File: src/logic/dcache_pkg.sv
// Data cache widths, CPU address and entry field positions
// Controller state encoding
package dcache_pkg;

    // ------------------------------------------------------------------
    // Geometry
    // ------------------------------------------------------------------
    localparam int WORD_BITS      = 32;
    localparam int WORDS_PER_LINE = 8;
    localparam int NUM_LINES      = 128;

    // Fields of a CPU word address, upper bits above the tag ignored
    localparam int ADDR_OFFSET_LSB = 0;
    localparam int ADDR_OFFSET_MSB = 2;
    localparam int ADDR_INDEX_LSB  = 3;
    localparam int ADDR_INDEX_MSB  = 9;
    localparam int ADDR_TAG_LSB    = 10;
    localparam int ADDR_TAG_MSB    = 25;

    // Stored entry layout, line on top, dirty at bit 0
    localparam int DIRTY_BIT = 0;
    localparam int VALID_BIT = 1;
    localparam int TAG_LSB   = 2;
    localparam int DATA_LSB  = 18;

    // ------------------------------------------------------------------
    // Types
    // ------------------------------------------------------------------
    typedef logic [WORD_BITS-1:0]                       word_t;
    typedef logic [31:0]                                cpu_addr_t;
    typedef logic [ADDR_OFFSET_MSB-ADDR_OFFSET_LSB:0]   offset_t;
    typedef logic [ADDR_INDEX_MSB-ADDR_INDEX_LSB:0]     index_t;
    typedef logic [ADDR_TAG_MSB-ADDR_TAG_LSB:0]         tag_t;
    // Word 0 sits in the lowest bits
    typedef logic [WORD_BITS*WORDS_PER_LINE-1:0]        line_t;
    // SDRAM line address, tag above index
    typedef logic [$bits(tag_t)+$bits(index_t)-1:0]     line_addr_t;
    typedef logic [DATA_LSB+WORD_BITS*WORDS_PER_LINE-1:0] entry_t;

    // Controller FSM
    typedef enum logic [3:0] {
        idle,
        lookup_wait,
        lookup_check,
        evict_wait,
        refill_wait,
        respond,
        clear_read,
        clear_wait,
        clear_check,
        clear_evict_wait,
        clear_done
    } ctrl_state_t;

endpackage

File: src/logic/mem_cmd_if.sv
// Line command channel between the controller and the SDRAM link
`timescale 1ns/100ps

interface mem_cmd_if import dcache_pkg::*; ();

    // Command, valid/ready
    logic       cmd_valid;
    logic       cmd_ready;
    logic       cmd_we;
    line_addr_t cmd_addr;
    line_t      cmd_wdata;

    // Completion, one-cycle pulse with read line
    logic       done;
    line_t      rdata;

    modport ctrl (
        output cmd_valid,
        input  cmd_ready,
        output cmd_we,
        output cmd_addr,
        output cmd_wdata,
        input  done,
        input  rdata
    );

    modport link (
        input  cmd_valid,
        output cmd_ready,
        input  cmd_we,
        input  cmd_addr,
        input  cmd_wdata,
        output done,
        output rdata
    );

endinterface

File: src/logic/sdram_link.sv
// Bridge from the line command channel to the SDRAM controller
// Pulses sdc_start once per command and returns a registered done
`timescale 1ns/100ps

module sdram_link import dcache_pkg::*; (
    input  logic       clk100,
    input  logic       reset,
    mem_cmd_if.link    cmd,
    output logic       sdc_start,
    output logic       sdc_we,
    output line_addr_t sdc_addr,
    output line_t      sdc_data,
    input  logic       sdc_done,
    input  line_t      sdc_q
);

    // High from command transfer until sdc_done
    logic busy;

    // Only an idle link takes a command
    assign cmd.cmd_ready = !busy;

    // ------------------------------------------------------------------
    // Control
    // ------------------------------------------------------------------
    always_ff @(posedge clk100) begin
        if (reset) begin
            busy      <= 1'b0;
            sdc_start <= 1'b0;
            cmd.done  <= 1'b0;
        end else begin
            // Both pulses last one cycle
            sdc_start <= 1'b0;
            cmd.done  <= 1'b0;
            if (cmd.cmd_valid && cmd.cmd_ready) begin
                busy      <= 1'b1;
                sdc_start <= 1'b1;
            end else if (busy && sdc_done) begin
                busy     <= 1'b0;
                cmd.done <= 1'b1;
            end
        end
    end

    // ------------------------------------------------------------------
    // Command and result holding registers
    // ------------------------------------------------------------------
    always_ff @(posedge clk100) begin
        // Held for the whole SDRAM operation
        if (cmd.cmd_valid && cmd.cmd_ready) begin
            sdc_we   <= cmd.cmd_we;
            sdc_addr <= cmd.cmd_addr;
            sdc_data <= cmd.cmd_wdata;
        end
        // Read line, valid together with done
        if (busy && sdc_done) begin
            cmd.rdata <= sdc_q;
        end
    end

endmodule

File: src/flat_wrapper.sv
// flat-port wrapper written by rule: the top's interface ports become plain ports
module sdram_link_flat import dcache_pkg::*;
  (clk100, reset, sdc_start, sdc_we, sdc_addr, sdc_data, sdc_done, sdc_q, cmd_cmd_valid, cmd_cmd_ready, cmd_cmd_we, cmd_cmd_addr, cmd_cmd_wdata, cmd_done, cmd_rdata);
  mem_cmd_if cmd_i ();
  input  logic clk100;
  input  logic reset;
  output logic sdc_start;
  output logic sdc_we;
  output line_addr_t sdc_addr;
  output line_t sdc_data;
  input  logic sdc_done;
  input  line_t sdc_q;
  input wire logic [$bits(cmd_i.cmd_valid)-1:0] cmd_cmd_valid;
  output wire logic [$bits(cmd_i.cmd_ready)-1:0] cmd_cmd_ready;
  input wire logic [$bits(cmd_i.cmd_we)-1:0] cmd_cmd_we;
  input wire logic [$bits(cmd_i.cmd_addr)-1:0] cmd_cmd_addr;
  input wire logic [$bits(cmd_i.cmd_wdata)-1:0] cmd_cmd_wdata;
  output wire logic [$bits(cmd_i.done)-1:0] cmd_done;
  output wire logic [$bits(cmd_i.rdata)-1:0] cmd_rdata;
  assign cmd_i.cmd_valid = cmd_cmd_valid;
  assign cmd_cmd_ready = cmd_i.cmd_ready;
  assign cmd_i.cmd_we = cmd_cmd_we;
  assign cmd_i.cmd_addr = cmd_cmd_addr;
  assign cmd_i.cmd_wdata = cmd_cmd_wdata;
  assign cmd_done = cmd_i.done;
  assign cmd_rdata = cmd_i.rdata;
  sdram_link u_core (.clk100(clk100), .reset(reset), .cmd(cmd_i), .sdc_start(sdc_start), .sdc_we(sdc_we), .sdc_addr(sdc_addr), .sdc_data(sdc_data), .sdc_done(sdc_done), .sdc_q(sdc_q));
endmodule
File: config.mk
export PLATFORM = sky130hd
export DESIGN_NAME = sdram_link_flat
export DESIGN_NICKNAME = d
export VERILOG_FILES = /design/src/logic/dcache_pkg.sv /design/src/logic/mem_cmd_if.sv /design/src/logic/sdram_link.sv /design/src/flat_wrapper.sv
export SDC_FILE = /design/constraint.sdc
export NUM_CORES = 1
export LEC_CHECK = 0
export BUFFER_PORTS_ARGS = -buffer_cell sky130_fd_sc_hd__buf_2
export CORE_AREA = 4 4 415 417
export CTS_CLUSTER_SIZE = 30
export DETAILED_ROUTE_END_ITERATION = 16
export DIE_AREA = 0 0 419 421
export PLACE_DENSITY = 0.3
export SLEW_MARGIN = 10
export SYNTH_ARGS = -nofsm -noshare
export SYNTH_HDL_FRONTEND = slang
export SYNTH_SLANG_ARGS = --single-unit
File: constraint.sdc
create_clock -name clk100 -period 23.9 [get_ports clk100]
set_input_delay 4.78 -clock clk100 [delete_from_list [all_inputs] [get_ports clk100]]
set_output_delay 4.78 -clock clk100 [all_outputs]
set_load 0.01 [all_outputs]
==> flow_summary.json, run 1 <==
{
  "whs_ns": 0.730,
  "portBuffers": 1078,
  "drt_first_pass_iters": 4,
  "hold_depth": 2,
  "end_kind": "flip-flop",
  "p_seq_share_pct": 48.9,
  "rows": 151,
  "tritoncts": "done",
  "clk_latency_ns": 0.64,
  "grt_overflow": 0,
  "p_leak_uw": 0.0104,
  "path_cells": "buf_2 > nor2b_4 > buf_4 > buf_4 > buf_4 > buf_4 > buf_4",
  "crit_type": "input port to flip-flop",
  "worstHoldStart": "u_core.busy",
  "core_area_sq_um": 169000,
  "drive_above_1_share_pct": 67.3,
  "cp_max_fo": 70,
  "ant_nets": 0,
  "hold_viol": 0,
  "grt_pass1_vias": 11000,
  "crit_path_frequent_cell": "buf_4",
  "gp_routability_congestion": 0.841,
  "clk_root_buffer_cell": "clkbuf_16",
  "final_cell_mix": "buf_2 (1,078), edfxtp_1 (536), clkbuf_16 (70)",
  "fin_crit_sh_pct": 36.2,
  "antenna_found_initial": 60,
  "io_pins": 1079,
  "startpoint": "cmd_cmd_valid",
  "critical_path.startpoint_type": "input port",
  "cts_resized": 0,
  "hold_class": "flip-flop to flip-flop",
  "postSynthCellCount": 546,
  "synth_nets": 1086,
  "cts.clk_slew.worst_paths_ns": 0.06,
  "cts.sinks": 539,
  "min_to": "u_core.busy",
  "drtIter0Drc": 583,
  "power.net_switching_uw": 531,
  "cts.path.max_buffers": 3,
  "post_cts_buffers": 0,
  "dp_slack_ns": 14.52,
  "timing.fmax_ghz": 0.116,
  "rrSetupSlack_ns": 19.24,
  "timing.final.ws_setup_ns": 15.24,
  "wl_per_cell_um": 19.4,
  "total_power_uw": 2270,
  "rr_endpoint": "u_core.sdc_addr[1]",
  "route.detailed.drc": 0,
  "syn_area_sq_um": 16200,
  "p_sw_share_pct": 23.4,
  "combPwrFrac_pct": 6.6,
  "dieHeight_um": 421,
  "area_delta_synth_final_pct": 64.4,
  "cts_max_level": 3,
  "power_density_nw_per_um2": 85.3,
  "maxCapViolCount": 0,
  "yosysWarnings": 0,
  "cp_top_family": "buffers and inverters",
  "reg2reg_depth": 6,
  "layout_commonest_cell": "buf_2",
  "start_util_pct": 9.60,
  "grtUsageTotal_pct": 8.40,
  "cts_buffers": 69,
  "yosysSeqAreaShare_pct": 99.7,
  "dp_hpwl_mm": 62.6,
  "slowest_stage": "buf_4",
  "arrival_ns": 8.92,
  "tns_ns": 0,
  "postSynthAreaPerCell_sq_um": 29.7,
  "status": "finished clean",
  "intPower_uw": 1740,
  "chipWidth_um": 419,
  "min_period_ns": 8.66,
  "routed_via_density": 2.62,
  "setup_viol": 0,
  "finalClockSkew_ns": 0.0146,
  "max_stage_delay_ns": 0.87,
  "grt_max_degree": 78,
  "rsz0062_at_grt": "false",
  "hold_buffers": 0,
  "slew_viol_final": 0,
  "ir_drop_v": 0.0000446,
  "yosys-top-cells-area": "edfxtp_1 (99%), dfxtp_1 (0.37%), and2b_1 (0.093%)",
  "finalWirelength_mm": 77.2,
  "worstPathRequired_ns": 24.17,
  "power_frac_clock_pct": 44.5,
  "synth_top_area_cell": "edfxtp_1",
  "vias": 10500,
  "maxSlewHeadroom_pct": 26.5,
  "final_net_count": 2243,
  "ys_types": 8,
  "synth_top_area_share_pct": 99.3,
  "worst_pin_slew_ns": 1.10,
  "crit_buf_inv": 6,
  "die-area_sq_um": 176000,
  "r2r_start": "u_core.busy",
  "grt_pass1_wl_mm": 100,
  "synth_seq_cells": 539
}
## worst min-delay path, cell delays in order (launching register included)
cell and delay (ns):
dfxtp_1 0.45, nor2_1 0.14, nor3_2 0.10
## synth_stat cells
cell	count
and2_4	1
and2b_1	2
dfxtp_1	3
edfxtp_1	536
inv_1	1
nor2_1	1
nor2b_1	1
nor3_2	1
## state kept, by name, indices dropped and copies added, names as in the netlist
signal	count
u_core.sdc_data	256
u_core.sdc_we	1
u_core.sdc_start	1
u_core.busy	1
u_core.cmd.done	1
u_core.cmd.rdata	256
u_core.sdc_addr	23
## area by class of cell
cell class | count | area, sq um
clock buffers | 94 | 1860
fillers | 18800 | 142000
flip-flops and latches | 539 | 16200
inverters | 1 | 3.75
clock inverters | 33 | 297
repair buffers | 1086 | 5460
well taps | 2218 | 2780
multi-input cells | 6 | 51.3
diodes | 14 | 35.0
## worst max path at each step
stage | to | cells past startpoint
after global placement | u_core.sdc_data[25] | 7
after floorplan | u_core.sdc_addr[0] | 1
after CTS | u_core.sdc_data[14] | 7
final | u_core.sdc_addr[1] | 7
after detailed placement | u_core.sdc_data[96] | 7
after global routing | u_core.sdc_data[14] | 7
## per-layer routing
| metal | GRT usage (%) | vias up | wire [um] |
|---|---|---|---|
| met5 | 0 | - | 153 |
| met4 | 3.47 | 22 | 2350 |
| met3 | 3.47 | 178 | 6490 |
| met2 | 15.1 | 546 | 41200 |
| met1 | 8.55 | 5134 | 27000 |
| li1 | - | 4590 | - |
## cell families after synthesis
family                 after synthesis  share of synthesized area [%]
buffers and inverters                1                         0.0231
flip-flops                         539                           99.7
AND/OR/NAND/NOR                      6                          0.270
## power by group through the flow
stage	combinational (uW)	clock (uW)	sequential, uW
global route	163	1100	1110
finish	151	1010	1110
global placement	157	0	1130
CTS	156	1060	1110
detailed placement	156	0	1130
floorplan	16.3	0	1170
## per-stage QoR
step	std cells	instance area (sq um)	util [%]
2_1_floorplan	546	16200	-
3_3_place_gp	3850	24400	14.5
3_5_place_dp	3850	24400	14.5
4_1_cts	3977	26600	15.8
5_1_grt	3988	26600	15.8
6_report	3991	26600	15.8
(Power assumes the default switching activity.)
==> run 2: changes to the inputs <==
--- a/config.mk
+++ b/config.mk
@@ -5,11 +5,12 @@
 export SDC_FILE = /design/constraint.sdc
 export NUM_CORES = 1
 export LEC_CHECK = 0
+export ABC_AREA = 1
 export BUFFER_PORTS_ARGS = -buffer_cell sky130_fd_sc_hd__buf_2
-export CORE_AREA = 4 4 415 417
+export CORE_AREA = 4 4 422 424
 export CTS_CLUSTER_SIZE = 30
 export DETAILED_ROUTE_END_ITERATION = 16
-export DIE_AREA = 0 0 419 421
+export DIE_AREA = 0 0 426 428
 export PLACE_DENSITY = 0.3
 export SLEW_MARGIN = 10
 export SYNTH_ARGS = -nofsm -noshare
==> constraint.sdc (replaced) <==
create_clock -name clk100 -period 8.3 [get_ports clk100]
set_input_delay 1.66 -clock clk100 [delete_from_list [all_inputs] [get_ports clk100]]
set_output_delay 1.66 -clock clk100 [all_outputs]
set_load 0.01 [all_outputs]
==> flow_summary.json, run 2 <==
{
  "cts_buffers": 73,
  "rrSetupSlack_ns": 5.86,
  "yosysSeqAreaShare_pct": 99.7,
  "synth_top_area_cell": "edfxtp_1",
  "synth_top_family_by_area": "simple AND/OR/NAND/NOR gates",
  "placed_cells": 3960,
  "synth_edf_count": 536,
  "maxSlewHeadroom_pct": 29.4,
  "worstHoldStart": "u_core.busy",
  "critical_path.startpoint_type": "input port",
  "arrival_ns": 3.38,
  "synth_common_cells": "edfxtp_1 (536), inv_1 (5), dfxtp_1 (3), nand2_1 (2), nor2_1 (2)",
  "end_kind": "flip-flop",
  "finalWirelength_mm": 100,
  "synthAdderAreaFrac_pct": 0,
  "p_leak_uw": 0.0105,
  "max_stage_delay_ns": 0.44,
  "antenna_found_initial": 128,
  "dp_hpwl_mm": 83.5,
  "chipWidth_um": 426,
  "clk_root_buffer_cell": "clkbuf_16",
  "syn_area_sq_um": 16200,
  "gp_routability_congestion": 0.888,
  "vias": 11100,
  "hold_class": "flip-flop to flip-flop",
  "post-route-util_pct": 15.5,
  "status": "finished clean",
  "top_regs": "u_core.cmd.rdata (256), u_core.sdc_data (256), u_core.sdc_addr (23)",
  "ant_nets": 0,
  "clk_latency_ns": 0.67,
  "synthMostInstantiatedCell": "edfxtp_1",
  "drt_first_pass_iters": 4,
  "synth_top_area_share_pct": 99.3,
  "instances_no_fill": 4115,
  "synth_seq_cells": 539,
  "power_density_nw_per_um2": 252,
  "die-area_sq_um": 182000,
  "design_area_sq_um": 27000,
  "place_area_sq_um": 24600,
  "final_net_count": 2250,
  "min_to": "u_core.busy",
  "grt_pass1_wl_mm": 124,
  "fin_crit_sh_pct": 37.5,
  "hold_depth": 2,
  "grt_overflow": 0,
  "tritoncts": "done",
  "crit_type": "input port to flip-flop",
  "dieHeight_um": 428,
  "min_period_ns": 3.11,
  "yosysWarnings": 0,
  "rsz0062_at_grt": "false",
  "cts.clk_slew.worst_paths_ns": 0.05,
  "post_cts_buffers": 0,
  "grt_pass1_vias": 11100,
  "fillers": 19500,
  "reg2reg_depth": 3,
  "drive_above_1_share_pct": 67.0,
  "path_cells": "buf_2 > nand2_1 > inv_8 > buf_12",
  "rr_endpoint": "u_core.cmd.rdata[75]",
  "start_util_pct": 9.32,
  "cts.sinks": 539,
  "worst_pin_slew_ns": 1.06,
  "tns_ns": 0,
  "synth_nets": 1091,
  "worstPathRequired_ns": 8.58,
  "postSynthCellCount": 551,
  "cts.path.max_buffers": 3,
  "portBuffers": 1078,
  "drtIter0Drc": 648,
  "yosys-top-cells-area": "edfxtp_1 (99%), dfxtp_1 (0.37%), inv_1 (0.12%)",
  "ys_types": 8,
  "core_area_sq_um": 174000,
  "ir_drop_v": 0.000129,
  "synthSimpleGateAreaFrac_pct": 0.185,
  "timing.fmax_ghz": 0.322,
  "cts_max_level": 3,
  "final_cell_mix": "buf_2 (1,078), edfxtp_1 (536), clkbuf_16 (75)",
  "cts_resized": 0,
  "finalClockSkew_ns": 0.0329,
  "r2r_start": "u_core.busy",
  "cp_max_fo": 134,
  "maxCapViolCount": 0,
  "setup_viol": 0,
  "routed_via_density": 2.69,
  "grtUsageTotal_pct": 10.6,
  "io_pins": 1079,
  "synth.area.mux_share_pct": 0,
  "ys_async_sr_fraction_pct": 0,
  "grt_max_degree": 135,
  "postSynthAreaPerCell_sq_um": 29.4,
  "synth_compound_area_share_pct": 0,
  "slowest_stage": "inv_8",
  "hold_buffers": 0,
  "yosys_most_used_dff": "edfxtp_1",
  "area_delta_synth_final_pct": 66.3,
  "rows": 153,
  "synthXorXnorAreaFrac_pct": 0,
  "route.detailed.drc": 0,
  "wl_per_cell_um": 24.3,
  "slew_viol_final": 0,
  "layout_commonest_cell": "buf_2",
  "hold_viol": 0
}
-- run 2: cell count changes in the layout (fill, tap and decap cells not counted), sizes merged, moves of 2 or more --
cell,previous run,this run
nand3,0,2
bufinv,3,5
buf,1086,1084
and2b,2,0
inv,6,11
nand2,0,2
diode,14,25
-- run 2: stage by stage --
stage	worst slack, ns	hold WS [ns]	power (uW)
after floorplan	1.02	0.502	3400
after detailed placement	4.55	0.551	3760
final	5.19	0.561	6790
after global routing	5.13	0.610	7110
after global placement	4.52	0.558	3760
after CTS	5.10	0.564	6980
-- run 2: worst max-delay path by stage --
stage                                    from                     to  slack (ns)
after floorplan                      sdc_done    u_core.cmd.rdata[0]        1.02
after global placement               sdc_done  u_core.cmd.rdata[159]        4.52
after detailed placement             sdc_done  u_core.cmd.rdata[159]        4.55
after CTS                 u_core.sdc_data[40]           sdc_data[40]        5.10
after global routing      u_core.sdc_data[40]           sdc_data[40]        5.13
final                                sdc_done   u_core.cmd.rdata[75]        5.19
-- run 2: cell type report --
type,count,area (sq um),area share [%]
clock inverters,37,352,1.30
repair buffers,1084,5470,20.3
diodes,25,62.6,0.232
well taps,2325,2910,10.8
inverters,6,30.0,0.111
multi-input cells,6,37.5,0.139
flip-flops and latches,539,16200,59.9
clock buffers,93,1940,7.21
-- run 2: layer usage --
metal | share of wire, % | wire length [um] | vias to the layer above | GRT usage, %
li1 | - | - | 4638 | -
met1 | 36 | 36500 | 5460 | 11.2
met2 | 51 | 51000 | 668 | 18.8
met3 | 9.8 | 9840 | 254 | 5.20
met4 | 2.4 | 2430 | 44 | 2.14
met5 | 0.28 | 284 | - | 0
-- run 2: where the power goes --
part | internal (uW) | leakage, uW | switching (uW)
Combinational | 175 | 0.00433 | 301
Clock | 1820 | 0.00111 | 1290
Sequential | 3170 | 0.00506 | 44.7
-- run 2: critical path: cells and delay by family --
kind                   cells  cell delay (ns)
AND/OR/NAND/NOR            1             0.21
buffers and inverters      3             1.02
-- run 2: kinds of logic (layout without fill, tap and decap cells) --
logic type | Yosys count | in the layout
and+or+nand+nor | 6 | 6
buffers and inverters | 6 | 1220
DFF | 539 | 539
other | 0 | 25
==> run 3: changes to the inputs <==
--- a/config.mk
+++ b/config.mk
@@ -5,12 +5,12 @@
 export SDC_FILE = /design/constraint.sdc
 export NUM_CORES = 1
 export LEC_CHECK = 0
-export ABC_AREA = 1
+export ABC_AREA = 0
 export BUFFER_PORTS_ARGS = -buffer_cell sky130_fd_sc_hd__buf_2
-export CORE_AREA = 4 4 422 424
+export CORE_AREA = 4 4 419 421
 export CTS_CLUSTER_SIZE = 30
 export DETAILED_ROUTE_END_ITERATION = 16
-export DIE_AREA = 0 0 426 428
+export DIE_AREA = 0 0 423 425
 export PLACE_DENSITY = 0.3
 export SLEW_MARGIN = 10
 export SYNTH_ARGS = -nofsm -noshare
==> constraint.sdc (replaced) <==
create_clock -name clk100 -period 2.5 [get_ports clk100]
set_input_delay 0.5 -clock clk100 [delete_from_list [all_inputs] [get_ports clk100]]
set_output_delay 0.5 -clock clk100 [all_outputs]
set_load 0.01 [all_outputs]
==> flow_summary.json, run 3 (synthesis results as in run 1) <==
{
  "status": "finished clean",
  "final_net_count": 2763,
  "ir_drop_v": 0.000433,
  "area_delta_synth_final_pct": 96.5,
  "ant_nets": 0,
  "finalWirelength_mm": 79.5,
  "post_cts_buffers": 0,
  "start_util_pct": 9.46,
  "top_regs": "u_core.cmd.rdata (256), u_core.sdc_data (256), u_core.sdc_addr (23)",
  "min_period_ns": 1.83,
  "timing.fmax_ghz": 0.546,
  "dp_slack_ns": 0.691,
  "p_seq_share_pct": 48.6,
  "route.detailed.drc": 0,
  "p_leak_uw": 0.0125,
  "max_stage_delay_ns": 0.49,
  "grt_pass1_wl_mm": 106,
  "r2r_start": "u_core.busy",
  "setup_viol": 0,
  "startpoint": "u_core.cmd.rdata[129]",
  "layout_commonest_cell": "buf_2",
  "reg2reg_depth": 3,
  "routed_via_density": 2.68,
  "fillers": 18700,
  "core_area_sq_um": 171000,
  "cp.depth": 1,
  "power.net_switching_uw": 5090,
  "crit_type": "flip-flop to primary output",
  "power_frac_clock_pct": 41.4,
  "hold_class": "input port to flip-flop",
  "grt_overflow": 0,
  "critical_path.startpoint_type": "flip-flop",
  "cp_max_fo": 1,
  "antenna_found_initial": 27,
  "cts.sinks": 539,
  "cts_max_level": 3,
  "worstPathRequired_ns": 2.00,
  "worst_pin_slew_ns": 0.571,
  "wl_per_cell_um": 17.3,
  "clk_root_buffer_cell": "clkbuf_16",
  "cts.clk_slew.worst_paths_ns": 0.05,
  "dieHeight_um": 425,
  "worstHoldStart": "cmd_cmd_wdata[172]",
  "cts_buffers": 68,
  "die-area_sq_um": 180000,
  "maxCapViolCount": 0,
  "power_density_nw_per_um2": 686,
  "arrival_ns": 1.33,
  "portBuffers": 1078,
  "dp_hpwl_mm": 63.2,
  "combPwrFrac_pct": 10.1,
  "finalClockSkew_ns": 0.0126,
  "vias": 12300,
  "drtIter0Drc": 547,
  "clk_latency_ns": 0.64,
  "maxSlewHeadroom_pct": 61.9,
  "drt_first_pass_iters": 4,
  "intPower_uw": 16800,
  "tns_ns": 0,
  "grt_max_degree": 58,
  "slowest_stage": "edfxtp_1",
  "gp_routability_congestion": 0.842,
  "crit_buf_inv": 1,
  "fin_crit_sh_pct": 73.3,
  "hold_depth": 1,
  "chipWidth_um": 423,
  "io_pins": 1079,
  "grt_pass1_vias": 13600,
  "rows": 152,
  "p_sw_share_pct": 23.3,
  "multiInputGateArea_sq_um": 51.3,
  "timing.final.ws_setup_ns": 0.667,
  "cp_top_family": "flip-flops",
  "cts.path.max_buffers": 3,
  "drive_above_1_share_pct": 52.3,
  "path_cells": "buf_2",
  "slew_viol_final": 0,
  "grtUsageTotal_pct": 8.43,
  "post-route-util_pct": 18.6,
  "regArea_sq_um": 16200,
  "hold_viol": 0,
  "final_cell_mix": "buf_2 (1,078), edfxtp_1 (536), dlygate4sd3_1 (504)",
  "tritoncts": "done",
  "rsz0062_at_grt": "false",
  "end_kind": "primary output"
}
run 3: path summary, 6_finish.rpt:
kind,endpoint,slack (ns)
hold reg to reg,u_core.busy,0.59
setup reg to reg,u_core.cmd.rdata[30],0.89
hold / removal,u_core.sdc_data[172],0.10
setup / recovery,cmd_rdata[129],0.67
run 3: cell type report:
type / count / share of cell area (%)
flip-flops and latches: 539 / 50.7
repair buffers: 1607 / 33.7
multi-input cells: 6 / 0.161
inverters: 1 / 0.0118
clock inverters: 30 / 0.519
diodes: 11 / 0.0865
clock buffers: 90 / 5.74
well taps: 2310 / 9.08
run 3: per-layer routing:
layer  wire [um]  share of wire, %  GRT usage, %  vias up
met2       42500                53          15.3      566
li1            -                 -             -     5623
met3        6500               8.2          3.05      126
met1       28300                36          8.97     5999
met5          41             0.052             0        -
met4        2210               2.8          2.86        6
run 3: what timing repair did:
item	in CTS	in global routing
setup endpoints to repair	0	0
gates resized for setup	0	0
hold buffers	504	0
hold endpoints to repair	504	0
run 3: per-stage QoR:
step                cell area (sq um)  hold slack [ns]  cells  total power (uW)
floorplan                       16200            0.548    546             11200
global placement                24800            0.660   3959             12400
detailed placement              24800            0.583   3959             12400
CTS                             31800          0.00114   4583             22400
global route                    31800           0.0120   4588             23000
finish                          31800            0.101   4594             21800
run 3: power groups by stage:
stage                     registers (uW)  logic [uW]  clock network [uW]
final                              10600        2200                9040
after CTS                          10600        2260                9540
after detailed placement           10800        1580                   0
after global routing               10600        2360                9950
after global placement             10800        1580                   0
after floorplan                    11100         157                   0
